### src/memmap_defs.svh
/*
 * Width, region count and bank size macros for the memory-mapped
 * target subsystem. Definitions only, guarded against double inclusion.
 */

`ifndef MEMMAP_DEFS_SVH
`define MEMMAP_DEFS_SVH

// Address and data widths in bits.
`define MEMMAP_AW 32
`define MEMMAP_DW 32

// Number of address regions, one SRAM bank per region.
`define MEMMAP_NB_REGION 4

// Default region size in bytes.
// Region i covers [i*SPAN, (i+1)*SPAN) after reset.
`define MEMMAP_REGION_SPAN 'h100

// Words per SRAM bank.
`define MEMMAP_BANK_WORDS 64

`endif
### src/memmap_pkg.sv
/*
 * Shared types of the memory-mapped target subsystem.
 * Address, data, byte-enable and region index vectors,
 * the core request and response structs and the demux state enum.
 */

`include "memmap_defs.svh"

package memmap_pkg;

  // ================================================
  // Plain vector types
  // ================================================

  typedef logic [`MEMMAP_AW-1:0]                addr_t;
  typedef logic [`MEMMAP_DW-1:0]                data_t;
  typedef logic [`MEMMAP_DW/8-1:0]              be_t;
  typedef logic [$clog2(`MEMMAP_NB_REGION)-1:0] region_idx_t;

  // ================================================
  // Core port payloads
  // ================================================

  // Request payload. wen is active low, so 0 means write.
  typedef struct packed {
    addr_t add;
    logic  wen;
    data_t data;
    be_t   be;
  } core_req_t;

  // Response payload returned with r_valid.
  typedef struct packed {
    data_t r_data;
    logic  r_err;
  } core_rsp_t;

  // Demux controller states.
  typedef enum logic {
    IDLE,
    RESPONSE
  } demux_state_e;

endpackage

### src/memmap_region_table.sv
/*
 * Programmable region table.
 * Holds a start and an end address per region, loads the default
 * spans on reset or clear and applies one config write per cycle.
 */

`timescale 1ns/1ns
`include "memmap_defs.svh"

module memmap_region_table (
  input  logic                                        clk_i,
  input  logic                                        rst_ni,
  input  logic                                        clear_i,
  input  logic                                        cfg_we_i,
  input  memmap_pkg::region_idx_t                     cfg_idx_i,
  input  logic                                        cfg_sel_end_i,
  input  memmap_pkg::addr_t                           cfg_addr_i,
  output memmap_pkg::addr_t [`MEMMAP_NB_REGION-1:0]   start_o,
  output memmap_pkg::addr_t [`MEMMAP_NB_REGION-1:0]   end_o
);

  import memmap_pkg::*;

  addr_t [`MEMMAP_NB_REGION-1:0] start_q;
  addr_t [`MEMMAP_NB_REGION-1:0] end_q;

  // Base address of region idx in the default map.
  function automatic addr_t region_base(input int unsigned idx);
    return addr_t'(idx * `MEMMAP_REGION_SPAN);
  endfunction

  always_ff @(posedge clk_i or negedge rst_ni) begin
    if (!rst_ni) begin
      for (int unsigned i = 0; i < `MEMMAP_NB_REGION; i++) begin
        start_q[i] <= region_base(i);
        end_q[i]   <= region_base(i + 1);
      end
    end else if (clear_i) begin
      for (int unsigned i = 0; i < `MEMMAP_NB_REGION; i++) begin
        start_q[i] <= region_base(i);
        end_q[i]   <= region_base(i + 1);
      end
    end else if (cfg_we_i) begin
      // One entry per write, start or end picked by cfg_sel_end_i.
      if (cfg_sel_end_i) begin
        end_q[cfg_idx_i] <= cfg_addr_i;
      end else begin
        start_q[cfg_idx_i] <= cfg_addr_i;
      end
    end
  end

  assign start_o = start_q;
  assign end_o   = end_q;

endmodule

### config.mk
export PLATFORM = sky130hd
export DESIGN_NAME = memmap_region_table
export DESIGN_NICKNAME = d
export VERILOG_FILES = /design/src/memmap_pkg.sv /design/src/memmap_region_table.sv
export VERILOG_INCLUDE_DIRS = /design/src /design/src/src
export SDC_FILE = /design/constraint.sdc
export NUM_CORES = 1
export LEC_CHECK = 0
export ABC_AREA = 1
export BUFFER_PORTS_ARGS = -buffer_cell sky130_fd_sc_hd__buf_2
export CORE_ASPECT_RATIO = 1.5
export CORE_MARGIN = 3
export CORE_UTILIZATION = 55
export DETAILED_ROUTE_END_ITERATION = 6
export MAX_ROUTING_LAYER = met4
export PLACE_DENSITY = 0.9
export SLEW_MARGIN = 20
export SYNTH_ARGS = -nofsm -noshare
export SYNTH_HDL_FRONTEND = slang
export SYNTH_SLANG_ARGS = --single-unit
export TNS_END_PERCENT = 50
### constraint.sdc
create_clock -name clk_i -period 1.85 [get_ports clk_i]
set_input_delay 0.555 -clock clk_i [delete_from_list [all_inputs] [get_ports clk_i]]
set_output_delay 0.555 -clock clk_i [all_outputs]
set_load 0.005 [all_outputs]
### Word-level counts from Yosys, hierarchy flattened

Cells that the tools add are included.

* register bits after elaboration: 256
* output and inout bits: 256
* logic and storage cells: 26

* order comparisons: 2
* equality and inequality tests: 1
* mux-type cells: 10
* reduce and logical (&&, ||, !) cells: 5

Operators with widths (count)
* $mux W128: 6
* $bwmux W128: 2
* $demux W32 S2: 1
* $mux W32: 1
* $reduce_and A2 Y1: 2
* $reduce_bool A2 Y1: 2
* $lt A2 B3 Y1 const B: 1
* $ge A2 B1 Y1 const B: 1
* $ne A2 B2 Y1 const B: 1
* $logic_and A1 B1 Y1: 1

### Depth between registers and ports, before layout

* depth in word-level cells: 8
* depth in mapped cells: 8
* depth with buffers taken out: 6

### Least setup slack after synthesis

Ideal clock, no wire load.

* kind: input to register
* start point: input clear_i
* end point: register start_q, in the netlist start_o[10]
* arrival time: 1.353 ns
* required time: 1.733 ns
* slack: 0.380 ns
* stages on the path: 8
* cell sequence: buf_2 -> inv_4 -> buf_4 -> nand2_1 -> nand2_1 -> buf_2 -> nand2_1 -> nand2_1

* word-level cells in the longest chain between the ends: 2

Ends and longest elaborated chain
* start: declaration: RTL line memmap_region_table.sv:13 `input logic clear_i,`
* $ne A2 B2 Y1 (no line) or $reduce_bool A2 Y1 (tied branches)
* $reduce_and A2 Y1 (no line)
* end signal: indexed assignment: RTL line memmap_region_table.sv:35 `start_q[i] <= region_base(i);`
* end signal: indexed assignment: RTL line memmap_region_table.sv:40 `start_q[i] <= region_base(i);`
* end signal: indexed assignment: RTL line memmap_region_table.sv:48 `start_q[cfg_idx_i] <= cfg_addr_i;`
* end: declaration: RTL line memmap_region_table.sv:24 `` addr_t [`MEMMAP_NB_REGION-1:0] start_q; ``

Parallel ways exist; a longest one is shown, timed or not.
A chain may end at the register's enable or synchronous reset.

### Worst setup path after layout

* start point: register end_q, in the netlist end_o[8]
* end point: output end_o[8] in the netlist's numbering

RTL lines
* start: declaration: RTL line memmap_region_table.sv:25 `` addr_t [`MEMMAP_NB_REGION-1:0] end_q; ``
* start signal: indexed assignment: RTL line memmap_region_table.sv:36 `end_q[i] <= region_base(i + 1);`
* start signal: indexed assignment: RTL line memmap_region_table.sv:41 `end_q[i] <= region_base(i + 1);`
* start signal: indexed assignment: RTL line memmap_region_table.sv:46 `end_q[cfg_idx_i] <= cfg_addr_i;`
* end: declaration: RTL line memmap_region_table.sv:19 `` output memmap_pkg::addr_t [`MEMMAP_NB_REGION-1:0] end_o ``

No word-level cell between the ends.

==> results.json <==
{
  "ant_nets": 0,
  "ys_seq_area_frac": 0.6274,
  "synthXorXnorAreaFrac": 0,
  "yosysWarnings": 0,
  "total_power_mw": 12.35,
  "io_buffer_count": 294,
  "drtIter0Drc": 1158,
  "dpl-instance-area_um2": 12230,
  "syn_area_um2": 10230,
  "area_growth_pct": 27.46,
  "grt_max_degree": 63,
  "reg2reg_from": "end_o[8]",
  "die_x_um": 117.3,
  "fmax_mhz": 574.7,
  "max_slew_margin": 0.6832,
  "rrSetupSlack_ns": 1.13,
  "vias_per_cell": 5.435,
  "hold_class": "primary input to register",
  "path_cells": "buf_2",
  "cts.sinks": 256,
  "ys_seq_elements": 256,
  "dr.pass1.iters": 5,
  "status": "complete, no violations",
  "synth_mux_area_frac": 0,
  "grt_pass1_vias": 9595,
  "clk_pin_slew_ns": 0.06,
  "crit_path_end_kind": "output pin",
  "r2r_end": "end_o[8]",
  "cts_hold_buf": 1,
  "mostFrequentLayoutCells": "nand2_1 (662), buf_2 (293), dfrtp_1 (247), nand3_1 (102), nor2_1 (65)",
  "hold_violations": 0,
  "fillers": 1288,
  "finClkSkew_ns": 0,
  "grt_pass1_wl_mm": 51.62,
  "clock_path_buffers": 3,
  "synth_top_family_by_area": "simple AND/OR/NAND/NOR gates",
  "worstSetupPathType": "register to output pin",
  "final_cell_area_um2": 13040,
  "cap_violations": 0,
  "htree_levels": 1,
  "setup-tns-final_ns": 0,
  "avgSynthCellArea_um2": 8.510,
  "hp-start": "cfg_addr_i[13]",
  "worst_pin_slew_ns": 0.4752,
  "via_count": 9555,
  "period_share": 0.9405,
  "synth-compound-area-share": 0.01517,
  "synthAdderAreaFrac": 0,
  "cts_setup_buffers": 0,
  "r2r_cells": 2,
  "drt-total-wl_mm": 32.36,
  "ir_drop_mv": 0.6613,
  "slowest_stage": "dfstp_2",
  "rows": 60,
  "slew_viol_final": 0,
  "postCtsResizedCells": 0,
  "holdPathEnd": "start_o[109]",
  "clk_latency_ns": 0.52,
  "critPathBufInv": 1,
  "start_util": 0.5654,
  "grt_usage": 0.3249,
  "cts_made_buffers": 24,
  "start_kind": "register",
  "final-setup-viol-count": 0,
  "finalCriticalPeriod_ns": 1.740,
  "post-route-util": 0.7206,
  "die-area_um2": 20300,
  "rsz0062_at_grt": "false",
  "synth_cells": 1202,
  "cp.required_ns": 1.29,
  "pin_count": 295,
  "drive_gt1_frac": 0.2568,
  "drcViolationCount": 0,
  "antenna_found_initial": 3,
  "grt_overflow_total": 0,
  "crit_family": "flip-flops",
  "leakage_nw": 7.914,
  "fin_nets": 1529,
  "whs_path_depth": 3,
  "cts_tree": "yes",
  "syn_nets": 1241,
  "coreArea_um2": 18090,
  "synthDistinctLibCells": 19,
  "power.density_nw_per_um2": 947.5,
  "synth-simple-area-share": 0.3195,
  "final_common_cell": "nand2_1",
  "routabilityCongestion": 0.9500,
  "clockRootBuffer": "clkbuf_16",
  "cp_max_fo": 2,
  "cp_slowest_stage_delay_ns": 0.55,
  "arrival_ns": 1.18,
  "place_hpwl_mm": 22.81,
  "die_h_um": 173.0,
  "wl_per_cell_um": 18.41
}
==> cell type report <==
cell class                      count  area [um^2]  area share
Tap cell                          248        310.3     0.02380
Sequential cell                   256         6417      0.4922
Multi-Input combinational cell    865         3436      0.2635
Clock buffer                       35        723.2     0.05547
Timing Repair Buffer              331         2024      0.1553
Clock inverter                      8        71.32    0.005470
Antenna cell                        3        7.507   0.0005758
Inverter                           12        47.55    0.003647
==> routing by layer <==
metal,GRT usage,share of wire
met2,0.5181,0.48
met5,-,0
met4,0.1957,0.068
met3,0.06185,0.086
met1,0.3850,0.36
==> cells in the mapped netlist, drive strengths merged <==
library cell | instances | area share
dfrtp | 247 | 0.60
or2 | 1 | 0.00061
nand4 | 1 | 0.00061
nor2 | 67 | 0.025
nand3 | 102 | 0.050
nand2 | 663 | 0.24
inv | 12 | 0.0046
dfstp | 9 | 0.023
o21ai | 31 | 0.015
buf | 53 | 0.027
clkbuf | 16 | 0.0059
==> per-stage QoR <==
step	instances	hold slack (ns)	setup WS, ns
floorplan	1202	0.2594	0.3800
global placement	1711	0.4481	0.1971
detailed placement	1711	0.4518	0.1203
CTS	1755	0.3186	0.1130
global route	1758	0.3257	0.09638
finish	1758	0.3288	0.1100
==> how the worst max path moves through the flow <==
stage | from | endpoint | slack, ns | cells after the start
CTS | end_o[73] | end_o[73] | 0.11 | 1
global placement | clear_i | end_o[38] | 0.20 | 7
finish | end_o[8] | end_o[8] | 0.11 | 1
floorplan | clear_i | start_o[10] | 0.38 | 8
detailed placement | clear_i | start_o[43] | 0.12 | 7
global route | start_o[40] | start_o[40] | 0.1 | 1
==> cells by family (layout without fill, tap and decap cells) <==
logic type	count (synthesis)	in the layout
simple gates	834	834
flops	256	256
buf+inv	81	386
compound gates	31	31
other cells	0	3
==> report_power, final <==
group | internal [mW] | switching (mW)
Clock | 2.85 | 2.10
Sequential | 5.87 | 0.163
Combinational | 0.473 | 0.897
Total | 9.20 | 3.16
==> flip-flops by register name, summed over array words and instances (netlist names) <==
register  count
end_o       128
start_o     128
No activity file was read; power rests on OpenSTA's default activity.
