==> src/memmap_defs.svh <==
/*
 * Width, region count and bank size macros for the memory-mapped
 * target subsystem. Definitions only, guarded against double inclusion.
 */

`ifndef MEMMAP_DEFS_SVH
`define MEMMAP_DEFS_SVH

// Address and data widths in bits.
`define MEMMAP_AW 32
`define MEMMAP_DW 32

// Number of address regions, one SRAM bank per region.
`define MEMMAP_NB_REGION 4

// Default region size in bytes.
// Region i covers [i*SPAN, (i+1)*SPAN) after reset.
`define MEMMAP_REGION_SPAN 'h100

// Words per SRAM bank.
`define MEMMAP_BANK_WORDS 64

`endif
==> src/memmap_pkg.sv <==
/*
 * Shared types of the memory-mapped target subsystem.
 * Address, data, byte-enable and region index vectors,
 * the core request and response structs and the demux state enum.
 */

`include "memmap_defs.svh"

package memmap_pkg;

  // ================================================
  // Plain vector types
  // ================================================

  typedef logic [`MEMMAP_AW-1:0]                addr_t;
  typedef logic [`MEMMAP_DW-1:0]                data_t;
  typedef logic [`MEMMAP_DW/8-1:0]              be_t;
  typedef logic [$clog2(`MEMMAP_NB_REGION)-1:0] region_idx_t;

  // ================================================
  // Core port payloads
  // ================================================

  // Request payload. wen is active low, so 0 means write.
  typedef struct packed {
    addr_t add;
    logic  wen;
    data_t data;
    be_t   be;
  } core_req_t;

  // Response payload returned with r_valid.
  typedef struct packed {
    data_t r_data;
    logic  r_err;
  } core_rsp_t;

  // Demux controller states.
  typedef enum logic {
    IDLE,
    RESPONSE
  } demux_state_e;

endpackage

==> src/memmap_bank.sv <==
/*
 * Byte-enabled SRAM bank with a req/gnt request port.
 * One cycle from grant to r_valid, response held until r_ready.
 * Reads return the stored word, writes return the updated word.
 */

`timescale 1ns/1ns
`include "memmap_defs.svh"

module memmap_bank (
  input  logic                  clk_i,
  input  logic                  rst_ni,
  input  logic                  clear_i,
  input  logic                  req_i,
  output logic                  gnt_o,
  input  memmap_pkg::core_req_t req_payload_i,
  output logic                  r_valid_o,
  input  logic                  r_ready_i,
  output memmap_pkg::core_rsp_t rsp_o
);

  import memmap_pkg::*;

  localparam int unsigned WORD_AW = $clog2(`MEMMAP_BANK_WORDS);
  localparam int unsigned BE_W    = $bits(be_t);

  data_t              mem [`MEMMAP_BANK_WORDS];
  logic [WORD_AW-1:0] word_idx;
  data_t              word_next;
  data_t              rdata_q;
  logic               pending_q;
  logic               transfer;

  // Byte address to word index, wraps at the bank depth.
  assign word_idx = req_payload_i.add[2 +: WORD_AW];

  // Free when empty, or when the held response leaves this cycle.
  assign gnt_o    = !pending_q || r_ready_i;
  assign transfer = req_i && gnt_o && !clear_i;

  // Stored word with the enabled bytes replaced on a write.
  always_comb begin
    word_next = mem[word_idx];
    for (int unsigned b = 0; b < BE_W; b++) begin
      if (!req_payload_i.wen && req_payload_i.be[b]) begin
        word_next[8*b +: 8] = req_payload_i.data[8*b +: 8];
      end
    end
  end

  always_ff @(posedge clk_i) begin
    if (transfer) begin
      rdata_q <= word_next;
      if (!req_payload_i.wen) begin
        mem[word_idx] <= word_next;
      end
    end
  end

  // Pending flag, a new grant takes priority over the accept.
  always_ff @(posedge clk_i or negedge rst_ni) begin
    if (!rst_ni) begin
      pending_q <= 1'b0;
    end else if (clear_i) begin
      pending_q <= 1'b0;
    end else if (transfer) begin
      pending_q <= 1'b1;
    end else if (r_ready_i) begin
      pending_q <= 1'b0;
    end
  end

  assign r_valid_o    = pending_q;
  assign rsp_o.r_data = rdata_q;
  assign rsp_o.r_err  = 1'b0;

endmodule

==> config.mk <==
export PLATFORM = sky130hd
export DESIGN_NAME = memmap_bank
export DESIGN_NICKNAME = d
export VERILOG_FILES = /design/src/memmap_pkg.sv /design/src/memmap_bank.sv
export VERILOG_INCLUDE_DIRS = /design/src /design/src/src
export SDC_FILE = /design/constraint.sdc
export NUM_CORES = 2
export LEC_CHECK = 0
export ABC_AREA = 0
export BUFFER_PORTS_ARGS = -buffer_cell sky130_fd_sc_hd__buf_2
export CAP_MARGIN = 20
export CELL_PAD_IN_SITES_DETAIL_PLACEMENT = 1
export CELL_PAD_IN_SITES_GLOBAL_PLACEMENT = 1
export CORE_MARGIN = 5
export CORE_UTILIZATION = 50
export CTS_BUF_LIST = sky130_fd_sc_hd__clkbuf_16
export DETAILED_ROUTE_END_ITERATION = 10
export PLACE_DENSITY_LB_ADDON = 0.1
export SLEW_MARGIN = 40
export SYNTH_ARGS = -nofsm -noshare
export SYNTH_HDL_FRONTEND = slang
export SYNTH_SLANG_ARGS = --single-unit
export TNS_END_PERCENT = 5
==> constraint.sdc <==
create_clock -name clk_i -period 5.6 [get_ports clk_i]
set_input_delay 0.84 -clock clk_i [delete_from_list [all_inputs] [get_ports clk_i]]
set_output_delay 0.84 -clock clk_i [all_outputs]
set_load 0.005 [all_outputs]
Word-level counts from Yosys, hierarchy flattened
Memory sizes are Yosys's and may differ from the RTL's. Index checks and enable logic that the tools add are counted.

Register bits: 33. Latch bits: 0. Memory bits (writable): 2048. ROM bits: 0. Bits of input ports: 74. Word-level logic and storage cells: 24. Memories: 1.

Add/subtract/negate cells: 0. Multipliers: 0. Divide/modulo/power cells: 0. $lt $le $gt $ge: 0. Equality and inequality tests: 0. Shift-type cells: 0. Muxes and demuxes: 10. Bitwise operators: 0. Reduce and logical (&&, ||, !) cells: 11.

Memories: mem (words 64, bits a word 32, rd ports 1, clocked after memory_dff 0, wr ports 1, RTL line memmap_bank.sv:27) `` data_t mem [`MEMMAP_BANK_WORDS]; ``.

Operators by type and width (number): $mux 8 (4); $logic_and 1x1->1 (6); $mux 1 (6); $logic_not 1->1 (3); $reduce_bool 3->1 (1); $logic_or 1x1->1 (1).

Logic depth before layout (Yosys ltp)
Depth in word-level cells: 6. Mapped depth: 12. Mapped depth without buffers: 6.

Worst setup path before layout
Ideal clock, no wire load.

Path kind: input-to-reg. Start: in r_ready_i. End: mem mem[12][0] (netlist name) (enable). Library setup time: 421 ps. Data arrival time: 5483 ps. Slack: -304 ps. Stages on the path: 6. Path through: nor2b_1 > nor3b_1 > nor2b_1 > clkbuf_1 > nand3_1 > nor2_1.

Cells in the longest elaborated chain, start to end: 5.

RTL lines: from (decl) (RTL line memmap_bank.sv:18) `input logic r_ready_i,`; $logic_or 1x1->1 (RTL line memmap_bank.sv:38) `assign gnt_o = !pending_q || r_ready_i;`; $logic_and 1x1->1 (2 in a row) (RTL line memmap_bank.sv:39) `assign transfer = req_i && gnt_o && !clear_i;`; named net transfer (RTL line memmap_bank.sv:32) `logic transfer;`; $mux 1 (RTL line memmap_bank.sv:52) `if (transfer) begin`; $mux 1 (implied by the code) (RTL line memmap_bank.sv:55) `mem[word_idx] <= word_next;`; to (decl) (RTL line memmap_bank.sv:27).

The timed path passes the listed nets, and every way through them passes these cells.

Final worst setup path
Start: in req_payload_i[40] (netlist name). End: mem mem[15][24] (netlist name) (data pin).

Cells in the longest elaborated chain, start to end: 2.

RTL lines: from (decl) (RTL line memmap_bank.sv:16) `input memmap_pkg::core_req_t req_payload_i,`; $mem_v2 64x32; $mux 8 (RTL line memmap_bank.sv:45) `if (!req_payload_i.wen && req_payload_i.be[b]) begin`; named net word_next[24] (RTL line memmap_bank.sv:29) `data_t word_next;`.

The timed path passes the listed nets, and every way through them passes these cells.

==> results.json <==
{
  "rows": 146,
  "cts_repair_resize_count": 0,
  "route.detailed.drc": 0,
  "slew_headroom": 0.341,
  "synth_warnings": 0,
  "antenna_violations_before_repair": 11,
  "post-place-cells": 6436,
  "drt_wl_cell_um": 42.8,
  "fin_crit_sh": 0.709,
  "drt_wl_total_mm": 292,
  "final_ant_viol_nets": 0,
  "grt_pass1_wl_mm": 401,
  "critical_path.max_fanout": 69,
  "crit_path_cell_trace": "buf_8, buf_12, buf_4, buf_4, mux2i_1, o22ai_1, a31oi_1, a21oi_1, nor4_1, a31oi_4, buf_4",
  "netlist_top_cells_count": "edfxtp_1, mux2i_1, a221oi_1, nor2_1, mux2_2",
  "fp.coreArea_mm2": 0.159,
  "synth_most_common_cell": "edfxtp_1",
  "nets": 4652,
  "end_kind": "flop",
  "hold_buf_cts": 1,
  "clockBufferDepth": 3,
  "crit_path_start_kind": "input port",
  "first_global_vias": 48000,
  "fin_crit_ns": 3.97,
  "filler_cell_count": 13700,
  "design.die.area_mm2": 0.168,
  "clock_skew_ns": 0.0355,
  "cts_max_level": 4,
  "cts_tree": "built",
  "numCtsBuffers": 211,
  "finalSetupTns_ns": 0,
  "synthDominantAreaCellType": "edfxtp_1",
  "arrival_ns": 4.61,
  "dp.final_hpwl_mm": 178,
  "area_delta_synth_final_pct": 15.9,
  "clkTransAtPathRegs_ns": 0.06,
  "initial_core_util": 0.504,
  "routed-via-count": 47900,
  "run_status": "finished, final reports clean",
  "synth_area_leaders": "edfxtp_1, mux4_2, mux2i_1",
  "rsz0062_at_grt": "no",
  "worst_path_dominant_cell_family": "buffers and inverters",
  "numClockSinks": 2081,
  "power-per-cell-area_mw_per_mm2": 366,
  "reg2reg_setup_slack_ns": 1.75,
  "layout-drive-gt1-share": 0.249,
  "whs_ns": 0.217,
  "critical_path.slowest_cell": "a21oi_1",
  "root_buffer": "clkbuf_16",
  "gp_congestion": 0.853,
  "netlist_cell_types": 69,
  "setup.worst_path.class": "input port to flop",
  "static_leakage_power_nw": 29.8,
  "core_occupancy_in_the_finished_layout": 0.584,
  "overflow": 0,
  "final_number_of_max_transition_violations": 0,
  "register_area_mm2": 0.0625,
  "post-cts-setup-buffer-count": 0,
  "share_of_async_settable_or_async_resettable_flops_after_synthesis": 0.000481,
  "critical-path-max-stage-delay_ns": 0.61,
  "design_power_total_mw": 33.9,
  "critical_path_buf_inv_count": 5,
  "synthesis.instances": 4212,
  "setup_violation_total_in_the_final_timing_report": 0,
  "global_route.usage.total": 0.346,
  "share_of_the_synthesized_area_in_the_top_cell_type": 0.782,
  "multi_input_comb_area_mm2": 0.0168,
  "final_standard_cell_count_with_taps_included_and_fillers_excluded": 6833,
  "number_of_flops_mapped_to_enable_cells_by_yosys": 2080,
  "hold_path_class": "input port to flop",
  "dieHeight_um": 410,
  "placement.io_buffers": 81,
  "transition_time_of_the_tightest_slew_check_pin_ns": 0.979,
  "critPathRequiredTime_ns": 6.24,
  "insertion_delay_ns": 0.86,
  "grt_start_max_net_pins": 96,
  "ys.flop_type": "edfxtp_1",
  "first_iter_violations": 6935,
  "postSynthAreaPerCell_um2": 19.0,
  "ir_drop_worst_vdd_v": 0.000339,
  "synth-seq-area-share": 0.782,
  "max_clock_freq_ghz": 0.252,
  "ys_ff_latch": 2081,
  "cpMostUsedCell": "buf_4",
  "mappedNetlistArea_mm2": 0.0799,
  "die_w_um": 410,
  "ioPinCount": 109,
  "syn_nets": 4286,
  "finalHoldViolations": 0,
  "cap_violations": 0,
  "firstDrtPassIters": 6,
  "detail_route.vias_per_cell": 7.02
}
[cell type report]
type,instances,share of cell area
flip-flops and latches,2081,0.675
multi-input cells,1834,0.182
clock buffers,216,0.0584
repair buffers,445,0.0444
well taps,2072,0.0280
clock inverters,178,0.0127
inverters,5,0.000284
diodes,2,0.0000540
[cell families (layout without fill, tap and decap cells)]
logic type,Yosys count,in the layout,share of synthesized area
compound gates,933,933,0.0859
buf+inv,297,844,0.0179
flops,2081,2081,0.782
mux,540,540,0.0936
other cells,1,3,0.0000469
simple gates,360,360,0.0202
[flip-flops by register name, indices dropped and copies added (netlist names)]
register,cells
r_valid_o,1
rdata_q,32
mem,2048
[placed cells by master (no fill, tap or decap), drive strengths merged, types with 13 or more instances in the layout]
master  netlist  layout
nand2        85      85
bufinv        0      13
o21ai        96      96
a21oi       102     102
clkbuf      111     216
inv           5      45
a211oi       23      23
a31oi        57      57
a221o        34      34
o22ai       111     111
nor2        177     177
a22oi       155     155
a222oi       14      14
a221oi      204     204
buf         181     444
o32a         18      18
mux4        148     148
o22a         13      13
a22o         35      35
edfxtp     2080    2080
nand3        15      15
mux2        173     173
clkinv        0     121
mux2i       219     219
[layer usage]
| metal | up-vias | global-route usage | part of all wire |
|---|---|---|---|
| li1 | 18400 | - | - |
| met3 | 742 | 0.0687 | 0.10 |
| met1 | 25600 | 0.472 | 0.37 |
| met2 | 3162 | 0.526 | 0.46 |
| met4 | 4 | 0.196 | 0.069 |
| met5 | - | 0 | 0.000072 |
[through the flow]
step / worst slack [ns] / cell area, um2
2_1_floorplan: 0.624 / 79900
3_3_place_gp: 0.947 / 85900
3_5_place_dp: 0.966 / 86000
4_1_cts: 1.79 / 92600
5_1_grt: 1.53 / 92600
6_report: 1.63 / 92600
[report_power, final]
group          internal [mW]  leakage (nW)  switching [mW]
clock                   7.55          3.36            5.98
sequential              17.7          18.7          0.0139
combinational          0.701          7.74            1.95
total                   25.9          29.8            7.95
[path summary, 6_finish.rpt]
| check | from | endpoint | cells after the start |
|---|---|---|---|
| setup / recovery | req_payload_i[40] | mem[15][24] | 11 |
| min in group asynchronous | rst_ni | r_valid_o | 2 |
| setup reg to reg | r_valid_o | mem[53][20] | 6 |
| hold / removal | clear_i | r_valid_o | 2 |
| hold reg to reg | r_valid_o | r_valid_o | 3 |
| max in group asynchronous | rst_ni | r_valid_o | 2 |
(Power assumes the default switching activity.)
