<file path="src/memmap_defs.svh">
/*
 * Width, region count and bank size macros for the memory-mapped
 * target subsystem. Definitions only, guarded against double inclusion.
 */

`ifndef MEMMAP_DEFS_SVH
`define MEMMAP_DEFS_SVH

// Address and data widths in bits.
`define MEMMAP_AW 32
`define MEMMAP_DW 32

// Number of address regions, one SRAM bank per region.
`define MEMMAP_NB_REGION 4

// Default region size in bytes.
// Region i covers [i*SPAN, (i+1)*SPAN) after reset.
`define MEMMAP_REGION_SPAN 'h100

// Words per SRAM bank.
`define MEMMAP_BANK_WORDS 64

`endif
</file>
<file path="src/memmap_pkg.sv">
/*
 * Shared types of the memory-mapped target subsystem.
 * Address, data, byte-enable and region index vectors,
 * the core request and response structs and the demux state enum.
 */

`include "memmap_defs.svh"

package memmap_pkg;

  // ================================================
  // Plain vector types
  // ================================================

  typedef logic [`MEMMAP_AW-1:0]                addr_t;
  typedef logic [`MEMMAP_DW-1:0]                data_t;
  typedef logic [`MEMMAP_DW/8-1:0]              be_t;
  typedef logic [$clog2(`MEMMAP_NB_REGION)-1:0] region_idx_t;

  // ================================================
  // Core port payloads
  // ================================================

  // Request payload. wen is active low, so 0 means write.
  typedef struct packed {
    addr_t add;
    logic  wen;
    data_t data;
    be_t   be;
  } core_req_t;

  // Response payload returned with r_valid.
  typedef struct packed {
    data_t r_data;
    logic  r_err;
  } core_rsp_t;

  // Demux controller states.
  typedef enum logic {
    IDLE,
    RESPONSE
  } demux_state_e;

endpackage

</file>
<file path="src/memmap_region_decode.sv">
/*
 * Combinational address decoder.
 * Matches an address against every region of the table, picks the
 * highest matching index and forms the region-relative offsets.
 */

`timescale 1ns/1ns
`include "memmap_defs.svh"

module memmap_region_decode (
  input  memmap_pkg::addr_t                           add_i,
  input  memmap_pkg::addr_t [`MEMMAP_NB_REGION-1:0]   start_i,
  input  memmap_pkg::addr_t [`MEMMAP_NB_REGION-1:0]   end_i,
  output logic                                        hit_o,
  output memmap_pkg::region_idx_t                     region_o,
  output memmap_pkg::addr_t [`MEMMAP_NB_REGION-1:0]   offset_o
);

  import memmap_pkg::*;

  logic [`MEMMAP_NB_REGION-1:0] match;

  // ================================================
  // Region match
  // ================================================

  // A region hits when start <= add < end.
  always_comb begin
    for (int unsigned i = 0; i < `MEMMAP_NB_REGION; i++) begin
      match[i] = (add_i >= start_i[i]) && (add_i < end_i[i]);
    end
  end

  // Later matches overwrite earlier ones, so the highest index wins.
  always_comb begin
    region_o = '0;
    for (int unsigned i = 0; i < `MEMMAP_NB_REGION; i++) begin
      if (match[i]) begin
        region_o = region_idx_t'(i);
      end
    end
  end

  assign hit_o = |match;

  // ================================================
  // Relative offsets
  // ================================================

  // One offset per region, the demux forwards each to its own bank.
  always_comb begin
    for (int unsigned i = 0; i < `MEMMAP_NB_REGION; i++) begin
      offset_o[i] = add_i - start_i[i];
    end
  end

endmodule

</file>
<file path="config.mk">
export PLATFORM = sky130hd
export DESIGN_NAME = memmap_region_decode
export DESIGN_NICKNAME = d
export VERILOG_FILES = /design/src/memmap_pkg.sv /design/src/memmap_region_decode.sv
export VERILOG_INCLUDE_DIRS = /design/src /design/src/src
export SDC_FILE = /design/constraint.sdc
export NUM_CORES = 1
export LEC_CHECK = 0
export ABC_CLOCK_PERIOD_IN_PS = 12150
export BUFFER_PORTS_ARGS = -buffer_cell sky130_fd_sc_hd__clkbuf_2
export CELL_PAD_IN_SITES_DETAIL_PLACEMENT = 0
export CELL_PAD_IN_SITES_GLOBAL_PLACEMENT = 1
export CORE_MARGIN = 2
export CORE_UTILIZATION = 26
export DETAILED_ROUTE_END_ITERATION = 7
export GPL_TIMING_DRIVEN = 1
export PLACE_DENSITY_LB_ADDON = 0.1
export SKIP_LAST_GASP = 1
export SYNTH_ARGS = -nofsm -noshare
export SYNTH_HDL_FRONTEND = slang
export SYNTH_SLANG_ARGS = --single-unit
</file>
<file path="constraint.sdc">
create_clock -name vclk -period 12.15
set_clock_uncertainty 0.2 [all_clocks]
set_input_delay 3.645 -clock vclk [all_inputs]
set_output_delay 3.645 -clock vclk [all_outputs]
set_load 0.005 [all_outputs]
</file>
Word-level counts from Yosys, hierarchy flattened
Cells that the tools add are included.
{"block": "totals", "reg_bits": 0, "output_inout_bits": 131}
{"block": "op_classes", "n_addsub": 4, "magnitude_cmp": 8, "muxes": 3, "reduce_logical": 5}
{"op": "greater-or-equal comparator 32 bit", "count": 4}
{"op": "less-than comparator 32 bit", "count": 4}
{"op": "subtractor 32 bit", "count": 4}
{"op": "logical AND 1 bit", "count": 4}
{"op": "2-to-1 mux 2 bit", "count": 2}
{"op": "OR reduction 4 bit", "count": 1}
{"op": "2-to-1 mux 1 bit", "count": 1}

Longest topological paths before layout
Gate-level depths: netlist of run 1.
{"block": "depth", "ltp_word": 5, "depth_mapped": 12}

Least setup slack after synthesis of run 1
OpenSTA, ideal clock, no wires.
{"block": "synth_path", "path_kind": "input -> output", "start": "input add_i[0]", "end": "output offset_o[28] (netlist name)", "t_arrival_ns": 5.917, "required_time_ns": 8.305, "path_slack_ns": 2.388, "cell_stages": 12, "cell_sequence": "inv_1 > ha_1 > fa_1 > nor2b_1 > o31a_1 > o2111ai_2 > a21oi_1 > a21o_1 > o22ai_1 > o21a_1 > o21ai_0 > xor2_1"}
{"item": "start: declaration", "line": "memmap_region_decode.sv:11", "text": "input memmap_pkg::addr_t add_i,"}
{"item": "end: declaration", "line": "memmap_region_decode.sv:16", "text": "output memmap_pkg::addr_t [`MEMMAP_NB_REGION-1:0] offset_o"}

==> results.yml, run 1 <==
logic_synthesis:
  synth_nets: 2051
  synthCells: 1507
  syn-cell-area_um2: 10380
  yosys.cell_count.top_type: "inv_1"
  avgSynthCellArea_um2: 6.887
  yosysUniqueCellTypes: 80
  synth_commonest_cells: "inv_1 (284), ha_1 (252), a21oi_1 (147), a21o_1 (85), o21ai_0 (83)"
  yosys_warnings: 0
  ys_seq_area_frac: 0
  synth_largest_area_cell: "ha_1"
  synth.top_cell.area_share: 0.3038
  synth_area_leaders: "ha_1 (30%), inv_1 (10%), a21oi_1 (7.1%), a21o_1 (6.1%), xnor2_1 (5.7%)"
global_route:
  track_usage: 0.1964
  grt_antenna_before_repair: 6
  grt_overflow: 0
  grt_pass1_wl_um: 63930
  grt_max_degree: 11
  grt_pass1_vias: 12013
sta:
  fmax_mhz: 93.54
  worst_pin_slew_ns: 0.6066
  fin_crit_sh: 0.8799
  min_period_ns: 10.69
  hold_violations: 0
  relSlewSlack: 0.5918
  finalSetupTns_ns: 0
  rsz0062_at_grt: "false"
  setup_viol: 0
  slew_viol_final: 0
critical_path:
  crit_fanout: 9
  cp_slowest_cell: "fa_1"
  critPathKind: "in -> out"
  worst-endpoint-arrival_ns: 6.85
  max_stage_delay_ns: 0.51
  cpMostUsedCell: "clkbuf_2"
  crit_chain: "clkbuf_2 -> inv_1 -> fa_1 -> nor2b_1 -> o31a_1 -> o2111ai_2 -> a21oi_1 -> a21o_1 -> o22ai_1 -> o21a_1 -> o21ai_0 -> xor2_1 -> clkbuf_2"
  start_kind: "input port"
  cp.required_ns: 8.30
  endpoint_kind: "output port"
floorplan:
  die_y_um: 203.8
  die_w_um: 203.8
  dieArea_um2: 41530
  boundaryPins: 419
  initial_core_util: 0.2624
  num_rows: 73
  fp.coreArea_um2: 39550
cells_and_area:
  finalNonFillerCells: 2435
  final_net_count: 2450
  drive_gt1_frac: 0.2379
  final_area_um2: 13070
  regArea_um2: 0
  nFlopsAndLatches: 0
  n_clock_buffer: 0
  syn2layout_area_growth_pct: 25.91
  multiInputGateArea_um2: 9225
  nFillCells: 4416
pwr:
  leakagePower_nw: 7.590
  vdd_drop_max_uv: 21.27
  p_per_area_nw_per_um2: 53.00
detailed_routing:
  wirelength_um: 42820
  post_drt_via_cell_ratio: 4.884
  drt_first_iter_violations: 479
  wl_per_cell_um: 17.59
  firstDrtPassIters: 5
  route.detailed.drc: 0
  drtAntennaViolNets: 0
  vias: 11892
placed_design:
  dp_hpwl_um: 39120
  globalplace.congestion: 0.9049
  dpl_cell_area_um2: 13050
  portBuffers: 419
  place_inst: 2429
status:
  status: "finished clean"
job:
  drv_cap: 0
min_path:
  hp-start: "start_i[32]"
  min_path_type: "in -> out"
  hold_end: "offset_o[32]"
  whs_path_depth: 4
clock_tree:
  cts_setup_buffers: 0
  postCtsHoldBufs: 0
  cts_resized: 0
-- area by class of cell --
type,instances,area share
Timing Repair Buffer,420,0.1610
Antenna cell,6,0.001149
Multi-Input combinational cell,1200,0.7060
Tap cell,525,0.05027
Inverter,284,0.08158
-- metal layers --
metal / wire [um] / vias to the layer above / GRT usage / share of wire
li1: - / 6158 / - / -
met1: 19340 / 5438 / 0.2575 / 0.45
met2: 21090 / 278 / 0.3598 / 0.49
met3: 1929 / 18 / 0.01278 / 0.045
met4: 467 / 0 / 0.02346 / 0.011
met5: 0 / - / 0 / 0
-- report_power, final --
part           switching [mW]    total (mW)  leakage (nW)  internal (mW)
clock network               0  0.0000000662     0.0000380   0.0000000662
logic                   0.386         0.693          7.59          0.307
registers                   0             0             0              0
-- cells in the final DEF (no fill, tap or decap), drive strengths merged, types with 11 or more instances in the layout --
cell type,instances
clkbuf,419
inv,284
ha,252
a21oi,147
o21ai,89
a21o,86
nor2,82
nand2,71
xnor2,68
nand4,41
xor2,37
nand3,34
nor3,29
o21a,28
nor2b,28
nand2b,20
a211oi,19
o21bai,18
o211ai,15
and3,13
o31ai,11
-- logic make-up after synthesis --
logic type / after synthesis / share of synthesized area
buf+inv: 307 / 0.1112
compound gates: 482 / 0.3114
fa+ha+maj: 256 / 0.3115
simple gates: 354 / 0.1744
xor+xnor: 105 / 0.08861
mux: 3 / 0.002893
-- worst max-delay path by stage --
stage / startpoint / to / depth (start not counted)
2_1_floorplan: add_i[0] / offset_o[28] / 12
3_3_place_gp: add_i[1] / region_o[0] / 12
3_5_place_dp: add_i[1] / offset_o[28] / 13
4_1_cts: add_i[1] / offset_o[28] / 13
5_1_grt: add_i[1] / offset_o[28] / 13
6_report: add_i[1] / offset_o[28] / 13
-- through the flow --
step,utilization,setup slack (ns),hold WS (ns),power (mW)
2_1_floorplan,-,2.388,7.244,0.4177
3_3_place_gp,0.3300,1.543,7.465,0.6973
3_5_place_dp,0.3300,1.424,7.446,0.6954
4_1_cts,0.3300,1.400,7.447,0.6995
5_1_grt,0.3303,1.148,7.483,0.7749
6_report,0.3304,1.459,7.449,0.6926
-- worst max-delay path, delay by kind of cell --
kind,cells,cell delay (ns)
adder cells (fa/ha/maj),1,0.51
XOR/XNOR,1,0.24
buffers and inverters,3,0.64
AO/OA/AOI/OAI,7,1.65
AND/OR/NAND/NOR,1,0.16
(Power assumes the default switching activity.)
==> run 2: changes to the inputs <==
- ABC_AREA: not set -> 1
==> results.yml, run 2 <==
pwr:
  clkPwrFrac: 0
  vdd_drop_max_uv: 17.62
  p_per_area_nw_per_um2: 52.91
  power_frac_seq: 0
  net-switching-power_mw: 0.4641
  p_int_mw: 0.2956
  comb_power_share: 1.000
  swShare: 0.6109
  leakagePower_nw: 8.591
cells_and_area:
  syn2layout_area_growth_pct: 24.69
  drive_gt1_frac: 0.2147
  regArea_um2: 0
  utilization: 0.3268
  final_common_cell: "nand2_1"
  final_net_count: 2935
  final_cell_mix: "nand2_1 (428), inv_1 (423), clkbuf_2 (419)"
  n_clock_buffer: 0
  nFlopsAndLatches: 0
status:
  status: "finished clean"
logic_synthesis:
  syn-cell-area_um2: 11510
  yosysUniqueCellTypes: 39
  synth.top_cell.area_share: 0.2739
  synth_largest_area_cell: "ha_1"
  synth_nets: 2515
  synth_commonest_cells: "nand2_1 (428), inv_1 (423), ha_1 (252), a21oi_1 (213), nor2_1 (165)"
  ys_seq_area_frac: 0
  yosys_warnings: 0
  avgSynthCellArea_um2: 5.841
  synth_area_leaders: "ha_1 (27%), nand2_1 (14%), inv_1 (14%), a21oi_1 (9.3%), xor2_1 (5.9%)"
  synthCells: 1971
  yosys.cell_count.top_type: "nand2_1"
critical_path:
  cp_slowest_cell: "fa_1"
  crit_chain: "clkbuf_2 -> inv_1 -> fa_1 -> inv_1 -> nand2_1 -> nand2_2 -> nand3_2 -> nand2_2 -> inv_2 -> o21bai_4 -> nand2_2 -> o21ai_1 -> xor2_1 -> clkbuf_2"
  critPathKind: "in -> out"
  worst-endpoint-arrival_ns: 6.19
  endpoint_kind: "output port"
  start_kind: "input port"
  max_stage_delay_ns: 0.52
  cpMostUsedCell: "nand2_2"
  cp.required_ns: 8.30
  cp.depth: 14
  cp_num_buf_inv: 5
  crit_fanout: 9
  crit_family: "buffers and inverters"
detailed_routing:
  route.detailed.drc: 0
  wl_per_cell_um: 17.85
  post_drt_via_cell_ratio: 4.642
  vias: 13856
  wirelength_um: 53280
  drt_first_iter_violations: 500
  drtAntennaViolNets: 0
  firstDrtPassIters: 5
placed_design:
  dp_slack_ns: 2.120
  portBuffers: 419
  dp_hpwl_um: 46960
  globalplace.congestion: 0.8601
sta:
  slew_viol_final: 0
  setup_ws_ns: 2.120
  worst_pin_slew_ns: 0.5114
  hold_violations: 0
  relSlewSlack: 0.6591
  fmax_mhz: 99.70
  setup_viol: 0
  finalSetupTns_ns: 0
  min_period_ns: 10.03
  fin_crit_sh: 0.8255
  rsz0062_at_grt: "false"
floorplan:
  dieArea_um2: 45980
  fp.coreArea_um2: 43930
  num_rows: 77
  initial_core_util: 0.2621
  boundaryPins: 419
  die_w_um: 214.4
  die_y_um: 214.4
clock_tree:
  cts_resized: 0
  postCtsHoldBufs: 0
  cts_setup_buffers: 0
min_path:
  min_path_type: "in -> out"
  whs_path_depth: 4
global_route:
  track_usage: 0.2239
  grt_overflow: 0
  grt_pass1_vias: 14263
  grt_antenna_before_repair: 4
  grt_max_degree: 10
  grt_pass1_wl_um: 80060
job:
  drv_cap: 0
-- run 2: cell types whose count changed after synthesis, sizes merged, moves of 13 or more --
cell / change
xnor2: -40
nand2: +377
a211oi: -19
a21o: -65
nand3: +42
clkbuf: -23
and3: -13
xor2: +41
nand2b: -20
nor2b: -28
inv: +148
nand4: -24
a21oi: +76
nor2: +98
-- run 2: power by group through the flow --
stage / registers [mW] / logic, mW / clock network (mW)
floorplan: 0 / 0.443 / 0
CTS: 0 / 0.769 / 0
global route: 0 / 0.852 / 0.0000000441
detailed placement: 0 / 0.765 / 0
finish: 0 / 0.760 / 0.0000000441
global placement: 0 / 0.765 / 0
-- run 2: worst min-delay path, stage by stage --
cell	delay, ns
clkbuf_2	0.08
ha_1	0.13
inv_1	0.04
clkbuf_2	0.12
-- run 2: area by class of cell --
cell class / count / area (um^2)
diodes: 4 / 10.01
repair buffers: 419 / 2097
inverters: 432 / 1622
multi-input cells: 1538 / 9887
well taps: 592 / 740.7
fillers: 5180 / 29580
-- run 2: worst paths after layout --
kind / startpoint / endpoint / slack [ns]
max: add_i[1] / offset_o[60] / 2.12
min: start_i[96] / offset_o[96] / 7.46
-- run 2: cell families after synthesis --
| logic type | after synthesis | synth area share |
|---|---|---|
| xor+xnor | 106 | 0.08064 |
| compound gates | 406 | 0.2140 |
| buf+inv | 433 | 0.1413 |
| fa+ha+maj | 256 | 0.2808 |
| simple gates | 770 | 0.2833 |
-- run 2: layer usage --
layer | up-vias | wire, um | track usage | part of all wire
met1 | 6305 | 23450 | 0.2761 | 0.44
met5 | - | 0 | 0 | 0
met2 | 301 | 27280 | 0.4329 | 0.51
li1 | 7222 | - | - | -
met4 | 0 | 775 | 0.02894 | 0.015
met3 | 28 | 1775 | 0.01376 | 0.033
-- run 2: metrics by stage --
stage | power [mW] | cells | instance area, um^2 | hold WS, ns
final | 0.7596 | 2985 | 14360 | 7.461
after global routing | 0.8525 | 2985 | 14360 | 7.505
after CTS | 0.7687 | 2981 | 14350 | 7.467
after detailed placement | 0.7645 | 2981 | 14350 | 7.467
after global placement | 0.7647 | 2981 | 14350 | 7.467
after floorplan | 0.4428 | 1971 | 11510 | 7.244
