File: src/memmap_defs.svh
/*
 * Width, region count and bank size macros for the memory-mapped
 * target subsystem. Definitions only, guarded against double inclusion.
 */

`ifndef MEMMAP_DEFS_SVH
`define MEMMAP_DEFS_SVH

// Address and data widths in bits.
`define MEMMAP_AW 32
`define MEMMAP_DW 32

// Number of address regions, one SRAM bank per region.
`define MEMMAP_NB_REGION 4

// Default region size in bytes.
// Region i covers [i*SPAN, (i+1)*SPAN) after reset.
`define MEMMAP_REGION_SPAN 'h100

// Words per SRAM bank.
`define MEMMAP_BANK_WORDS 64

`endif
File: src/memmap_pkg.sv
/*
 * Shared types of the memory-mapped target subsystem.
 * Address, data, byte-enable and region index vectors,
 * the core request and response structs and the demux state enum.
 */

`include "memmap_defs.svh"

package memmap_pkg;

  // ================================================
  // Plain vector types
  // ================================================

  typedef logic [`MEMMAP_AW-1:0]                addr_t;
  typedef logic [`MEMMAP_DW-1:0]                data_t;
  typedef logic [`MEMMAP_DW/8-1:0]              be_t;
  typedef logic [$clog2(`MEMMAP_NB_REGION)-1:0] region_idx_t;

  // ================================================
  // Core port payloads
  // ================================================

  // Request payload. wen is active low, so 0 means write.
  typedef struct packed {
    addr_t add;
    logic  wen;
    data_t data;
    be_t   be;
  } core_req_t;

  // Response payload returned with r_valid.
  typedef struct packed {
    data_t r_data;
    logic  r_err;
  } core_rsp_t;

  // Demux controller states.
  typedef enum logic {
    IDLE,
    RESPONSE
  } demux_state_e;

endpackage

File: src/memmap_demux.sv
/*
 * Request demultiplexer and response controller.
 * Two-state FSM that steers requests and grants to the addressed bank,
 * remembers the region in flight and returns the bank response or an
 * error response for unmapped addresses.
 */

`timescale 1ns/1ns
`include "memmap_defs.svh"

module memmap_demux (
  input  logic                                          clk_i,
  input  logic                                          rst_ni,
  input  logic                                          clear_i,
  // Core port.
  input  logic                                          req_i,
  output logic                                          gnt_o,
  input  memmap_pkg::core_req_t                         core_req_i,
  output logic                                          r_valid_o,
  input  logic                                          r_ready_i,
  output memmap_pkg::core_rsp_t                         core_rsp_o,
  // Decoder results.
  input  logic                                          hit_i,
  input  memmap_pkg::region_idx_t                       region_i,
  input  memmap_pkg::addr_t [`MEMMAP_NB_REGION-1:0]     offset_i,
  // Bank ports.
  output logic [`MEMMAP_NB_REGION-1:0]                  bank_req_o,
  input  logic [`MEMMAP_NB_REGION-1:0]                  bank_gnt_i,
  output memmap_pkg::core_req_t [`MEMMAP_NB_REGION-1:0] bank_req_payload_o,
  input  logic [`MEMMAP_NB_REGION-1:0]                  bank_r_valid_i,
  input  memmap_pkg::core_rsp_t [`MEMMAP_NB_REGION-1:0] bank_rsp_i,
  output logic [`MEMMAP_NB_REGION-1:0]                  bank_r_ready_o
);

  import memmap_pkg::*;

  demux_state_e state_q, state_d;
  region_idx_t  region_q;
  logic         hit_q;
  logic         accept;
  logic         can_issue;
  logic         target_gnt;

  // ================================================
  // Grant and bank request steering
  // ================================================

  assign accept     = r_valid_o && r_ready_i;
  // A new request may go out when idle or when the pending response leaves.
  assign can_issue  = (state_q == IDLE) || accept;
  // Unmapped addresses need no bank, the error is made here.
  assign target_gnt = hit_i ? bank_gnt_i[region_i] : 1'b1;
  assign gnt_o      = req_i && can_issue && target_gnt;

  always_comb begin
    bank_req_o = '0;
    bank_req_o[region_i] = req_i && hit_i && can_issue;
  end

  // Every bank sees the request with its own region-relative address.
  always_comb begin
    for (int unsigned i = 0; i < `MEMMAP_NB_REGION; i++) begin
      bank_req_payload_o[i]     = core_req_i;
      bank_req_payload_o[i].add = offset_i[i];
    end
  end

  // ================================================
  // FSM and in-flight region
  // ================================================

  always_comb begin
    state_d = state_q;
    if (gnt_o) begin
      state_d = RESPONSE;
    end else if (accept) begin
      state_d = IDLE;
    end
  end

  always_ff @(posedge clk_i or negedge rst_ni) begin
    if (!rst_ni) begin
      state_q  <= IDLE;
      region_q <= '0;
      hit_q    <= 1'b0;
    end else if (clear_i) begin
      state_q  <= IDLE;
      region_q <= '0;
      hit_q    <= 1'b0;
    end else begin
      state_q <= state_d;
      if (gnt_o) begin
        region_q <= region_i;
        hit_q    <= hit_i;
      end
    end
  end

  // ================================================
  // Response path
  // ================================================

  always_comb begin
    r_valid_o  = 1'b0;
    core_rsp_o = '0;
    if (state_q == RESPONSE) begin
      if (hit_q) begin
        r_valid_o  = bank_r_valid_i[region_q];
        core_rsp_o = bank_rsp_i[region_q];
      end else begin
        // Miss: error with zero data.
        r_valid_o        = 1'b1;
        core_rsp_o.r_err = 1'b1;
      end
    end
  end

  always_comb begin
    bank_r_ready_o = '0;
    bank_r_ready_o[region_q] = (state_q == RESPONSE) && hit_q && r_ready_i;
  end

endmodule

File: config.mk
export PLATFORM = sky130hd
export DESIGN_NAME = memmap_demux
export DESIGN_NICKNAME = d
export VERILOG_FILES = /design/src/memmap_pkg.sv /design/src/memmap_demux.sv
export VERILOG_INCLUDE_DIRS = /design/src /design/src/src
export SDC_FILE = /design/constraint.sdc
export NUM_CORES = 1
export LEC_CHECK = 0
export BUFFER_PORTS_ARGS = -buffer_cell sky130_fd_sc_hd__buf_4
export CELL_PAD_IN_SITES_DETAIL_PLACEMENT = 2
export CELL_PAD_IN_SITES_GLOBAL_PLACEMENT = 2
export CORE_AREA = 2 2 262 264
export CTS_BUF_LIST = sky130_fd_sc_hd__clkbuf_8
export DETAILED_ROUTE_END_ITERATION = 8
export DIE_AREA = 0 0 264 266
export PLACE_DENSITY_LB_ADDON = 0.1
export SLEW_MARGIN = 20
export SYNTH_ARGS = -nofsm -noshare
export SYNTH_HDL_FRONTEND = slang
export SYNTH_SLANG_ARGS = --single-unit
File: constraint.sdc
create_clock -name clk_i -period 2.4 [get_ports clk_i]
set_input_delay 0.72 -clock clk_i [delete_from_list [all_inputs] [get_ports clk_i]]
set_output_delay 0.72 -clock clk_i [all_outputs]
set_load 0.01 [all_outputs]
Yosys cells after proc, flatten, opt, wreduce, memory -nomap -nowiden
Index checks and enable logic that the tools add are counted.
{ "totals": {"register_bits": 4, "inputBits": 345, "output_inout_bits": 319, "word_cells": 45} }
{ "op_classes": {"n_lt_le_gt_ge": 4, "n_mux": 23, "n_bitwise": 3, "reduce_logical": 12} }
{ "op_table": {"columns": ["op", "n"], "rows": [
  ["$bmux W33 S2", 1],
  ["$mux W33", 2],
  ["$mux W32", 1],
  ["$mux W1", 13],
  ["$logic_and A1 B1 Y1", 9],
  ["$and A4 B4 Y4", 2],
  ["$lt A2 B3 Y1 const B", 2],
  ["$bmux W1 S2", 2],
  ["$demux W1 S2", 2],
  ["$ge A2 B1 Y1 const B", 2],
  ["$mux W2", 2],
  ["$reduce_bool A3 Y1", 1],
  ["$reduce_bool A2 Y1", 1],
  ["$logic_or A1 B1 Y1", 1],
  ["$not A1 Y1", 1]
]} }

Logic depth before layout (Yosys ltp)
{ "depth": {"depth_word": 10, "mapped_depth": 5, "depth_no_buf": 4} }

Worst setup path after synthesis
No wires, ideal clock.
{ "synth_path": {"path_kind": "input -> output", "start": "input bank_r_valid_i[3]", "end": "output bank_req_o[0]", "arrival_ps": 1792, "t_required_ps": 1680, "setup_slack_ps": -112, "cell_stages": 4, "n_path_buf": 0, "path_cell_list": "mux2i_1 and3_4 or3_4 nor4_1"} }
{ "synth_via": {"elab_chain_len": 8} }
{ "synth_lines": {"columns": ["element", "line", "text"], "rows": [
  ["start, declared", "memmap_demux.sv:30", "input logic [`MEMMAP_NB_REGION-1:0] bank_r_valid_i,"],
  ["$bmux W1 S2", "memmap_demux.sv:108", "r_valid_o = bank_r_valid_i[region_q];"],
  ["$mux W1 (implied by the code)", "memmap_demux.sv:108", null],
  ["$mux W1", "memmap_demux.sv:107", "if (hit_q) begin"],
  ["$mux W1", "memmap_demux.sv:106", "if (state_q == RESPONSE) begin"],
  ["$logic_and A1 B1 Y1", "memmap_demux.sv:48", "assign accept = r_valid_o && r_ready_i;"],
  ["$logic_or A1 B1 Y1", "memmap_demux.sv:50", "assign can_issue = (state_q == IDLE) || accept;"],
  ["$logic_and A1 B1 Y1", "memmap_demux.sv:57", "bank_req_o[region_i] = req_i && hit_i && can_issue;"],
  ["$and A4 B4 Y4 (no source line)", null, null],
  ["end, declared", "memmap_demux.sv:27", "output logic [`MEMMAP_NB_REGION-1:0] bank_req_o,"]
]} }
No other way between the ends. The select of a mux whose other input is x is not followed.

Worst setup path after layout
Same ends and word-level chain as after synthesis.

==> qor.txt <==
STATUS
----------------------------------------------------------------------------------------
Result of the run ......................................................... finished, violations left
Violations in the final reports ........................................... negative setup slack

CELLS AND AREA
----------------------------------------------------------------------------------------
Commonest non-fill, non-tap cells in the layout ........................... sky130_fd_sc_hd__buf_4, sky130_fd_sc_hd__mux4_2, sky130_fd_sc_hd__buf_6, sky130_fd_sc_hd__and2_4, sky130_fd_sc_hd__and2_1
Area Overhead vs Synth ....................................................        28.5%
Most common cell after layout, fill and taps aside ........................ sky130_fd_sc_hd__buf_4
Nets@finish ...............................................................          680
Final Instance Area ....................................................... 0.00448 mm^2
Fraction of layout cells with a size suffix above 1 .......................        88.3%

ROUTING
----------------------------------------------------------------------------------------
Wirelength per Cell .......................................................      12.2 um
Total wire length .........................................................     14800 um
Count of unresolved DRC violations after routing ..........................            0
Detailed-route via count ..................................................         2195
Router iterations before antenna repair ...................................            4
Drt initial violations ....................................................           41
Number of antenna-violating nets in the routed design .....................            0
Vias per cell .............................................................         1.81

CRITICAL PATH
----------------------------------------------------------------------------------------
Category of cells accounting for the largest share of critical-path delay . simple AND/OR/NAND/NOR gates
Start point of the critical path .......................................... bank_r_valid_i[3]
Kind of critical path ..................................................... input pin to output port
Arrival time at the worst endpoint ........................................      1860 ps
End of the worst register-to-register path ................................ region_q[0]$_DFFE_PN0P_
Count of buffering cells on the critical path with inverters included .....            2
Cells on worst reg2reg path ...............................................            6
CP max-delay cell ......................................................... sky130_fd_sc_hd__or3_4
Last element of the critical path ......................................... bank_req_o[0]
Series of cell instances along the critical path .......................... buf_4 > mux2i_2 > and3_4 > or3_4 > nor4_4 > buf_4
Biggest cell delay along the critical path ................................       390 ps
Library cell appearing most often on the critical path .................... sky130_fd_sc_hd__buf_4
CP Data Required Time .....................................................      1680 ps
Worst flop-to-flop path startpoint ........................................ region_q[0]$_DFFE_PN0P_
Sort of element at the start of the critical path .........................    input pin
Maximum net fanout on the critical path ...................................            4
WP depth ..................................................................            6
Kind of end point of the critical path ....................................  output port
R2R setup slack ...........................................................       790 ps

CLOCK TREE
----------------------------------------------------------------------------------------
Worst-case clock buffer depth .............................................            2
CTS Buf Count .............................................................            3
Depth of the CTS H-tree ...................................................            1
Cts hold-fix bufs .........................................................            0
Clk_lat worst skew ........................................................       220 ps
Reg clk slew, reported paths ..............................................        30 ps
# clock sinks .............................................................            4
Cell at the root of the clock tree ........................................ sky130_fd_sc_hd__clkbuf_8
TritonCTS clock tree ......................................................        built

SYNTH
----------------------------------------------------------------------------------------
Area share of the largest cell type after synthesis .......................        59.6%
Post-Syn Area ............................................................. 0.00349 mm^2
Distinct cells, synth .....................................................           28
Register area share after synthesis .......................................        2.87%
Leading area contributor after synthesis .................................. sky130_fd_sc_hd__buf_4
Number of synthesized register bits .......................................            4
Average size of a mapped cell .............................................    8.70 um^2
Dominant cells by area after synthesis .................................... sky130_fd_sc_hd__buf_4, sky130_fd_sc_hd__mux4_2, sky130_fd_sc_hd__and2_1
Count of yosys warnings during synthesis ..................................            0
Number of standard cells after synthesis ..................................          401
Synthesized netlist net count .............................................          746

PLACEMENT
----------------------------------------------------------------------------------------
Number of buffers added on ports ..........................................          190
Placed wire-length estimate ...............................................     12500 um
Worst setup timing slack at the placement stage ...........................      -317 ps
RePlAce Congestion ........................................................        0.620
Placed instance area ...................................................... 0.00412 mm^2

POWER AND IR DROP
----------------------------------------------------------------------------------------
Leakage dissipation .......................................................      1.62 nW
Power per cell area .......................................................  175 mW/mm^2
Largest voltage drop on the vdd net .......................................  0.0000733 V

STA
----------------------------------------------------------------------------------------
Max Freq ..................................................................      387 MHz
Max_slew headroom .........................................................        74.3%
Final min period ..........................................................      2580 ps
RSZ-0062 raised after global routing ......................................          yes
Least-Margin Pin Slew .....................................................       385 ps
Share of the cycle needed by the critical path after routing ..............         108%
Setup violations, final ...................................................           38
Clock tree skew after final layout ........................................      1.64 ps
Number of max-slew violations in the final report .........................            0
Final Hold Viols ..........................................................            0
PnR worst setup slack .....................................................      -185 ps

MIN PATH
----------------------------------------------------------------------------------------
Tightest Hold Check Type .................................................. input pin to async pin

FLOORPLAN
----------------------------------------------------------------------------------------
Count of standard-cell rows ...............................................           96
Placeable core region .....................................................  0.0677 mm^2
Initial Utilization .......................................................        5.15%
Boundary Pins .............................................................          664
Height of the chip ........................................................       266 um
Die footprint .............................................................  0.0702 mm^2
Horizontal die dimension ..................................................       264 um

GLOBAL ROUTING
----------------------------------------------------------------------------------------
Vias in the first global route ............................................         2699
Pin count of the biggest net entering global routing ......................           35
Global-route congestion overflow total ....................................            0
Initial antenna violation count ...........................................            3
Global-route wire length before repair ....................................     20600 um
All-Layer GR Usage ........................................................        4.03%

FLOW RUN
----------------------------------------------------------------------------------------
Number of max-capacitance violations reported .............................            0

[power by group]
| group | switching (mW) | internal [mW] | total, mW |
|---|---|---|---|
| combinational | 0.192 | 0.369 | 0.561 |
| sequential | 0.0102 | 0.0739 | 0.0840 |
| clock | 0.0339 | 0.107 | 0.141 |
[stage by stage]
stage	hold slack (ps)	utilization [%]	cells	power, mW	TNS [ps]
2_1_floorplan	424	-	401	0.754	-124
3_3_place_gp	522	6.08	1205	0.605	-1320
3_5_place_dp	523	6.08	1205	0.613	-1560
4_1_cts	291	6.51	1212	0.807	-6100
5_1_grt	292	6.61	1215	0.855	-7560
6_report	296	6.62	1216	0.785	-3700
[routing by layer]
layer  share of wire [%]  global-route usage (%)  up-vias
li1                    -                       -      908
met1                  35                    4.20     1037
met2                  49                    6.77      194
met3                  12                    2.25       54
met4                 3.2                    1.49        2
met5               0.067                       0        -
[cell usage after synthesis]
cell and instances:
sky130_fd_sc_hd__nor3b_2 1, sky130_fd_sc_hd__nor3_1 3, sky130_fd_sc_hd__buf_6 1, sky130_fd_sc_hd__buf_4 277, sky130_fd_sc_hd__and3_4 1, sky130_fd_sc_hd__o21a_1 1, sky130_fd_sc_hd__nor4_1 4, sky130_fd_sc_hd__o221ai_1 1
sky130_fd_sc_hd__inv_2 1, sky130_fd_sc_hd__clkbuf_1 4, sky130_fd_sc_hd__mux4_2 33, sky130_fd_sc_hd__nor2b_1 1, sky130_fd_sc_hd__or3_4 1, sky130_fd_sc_hd__nor2_1 2, sky130_fd_sc_hd__and2_4 1, sky130_fd_sc_hd__inv_1 3
sky130_fd_sc_hd__a21boi_1 1, sky130_fd_sc_hd__mux2_2 3, sky130_fd_sc_hd__buf_2 7, sky130_fd_sc_hd__and2_1 32, sky130_fd_sc_hd__nand2_1 4, sky130_fd_sc_hd__nand2b_1 7, sky130_fd_sc_hd__nor4_4 1, sky130_fd_sc_hd__nand3_1 1
sky130_fd_sc_hd__o21ai_0 1, sky130_fd_sc_hd__mux2i_1 4, sky130_fd_sc_hd__dfrtp_1 4, sky130_fd_sc_hd__a21oi_1 1
[layout make-up]
type / count / area [um^2]
sequential: 4 / 105
tap: 882 / 1100
clock buffer: 3 / 41.3
inverter: 4 / 15.0
fill: 8034 / 63300
timing repair buffer: 218 / 1820
antenna: 1 / 2.50
multi-input combinational: 104 / 1390
[repair_timing]
item,CTS,global route
pin swaps,4,0
setup endpoints to repair,43,41
gates cloned,1,0
setup buffers,5,4
resized for setup,58,15
[how the worst min path moves through the flow]
stage	slack [ps]	cells past startpoint	end
after CTS	290	1	hit_q$_DFFE_PN0P_
after global placement	520	1	state_q$_DFFE_PN0P_
after floorplan	420	0	hit_q$_DFFE_PN0P_
after detailed placement	520	1	state_q$_DFFE_PN0P_
after global routing	290	1	hit_q$_DFFE_PN0P_
final	300	1	hit_q$_DFFE_PN0P_
[flip-flops by register name, summed over array words and instances (netlist names)]
register	count
hit_q	1
state_q	1
region_q	2
[logic make-up (layout without fill, tap and decap cells)]
family          Yosys count  count (layout)  synth area share, %
flops                     4               4                 2.87
mux                      40              40                 23.4
other cells               0               1                    0
simple gates             59              59                 11.0
compound gates            5               5                0.968
buf+inv                 293             225                 61.8
Power figures use the tool's default switching activity.
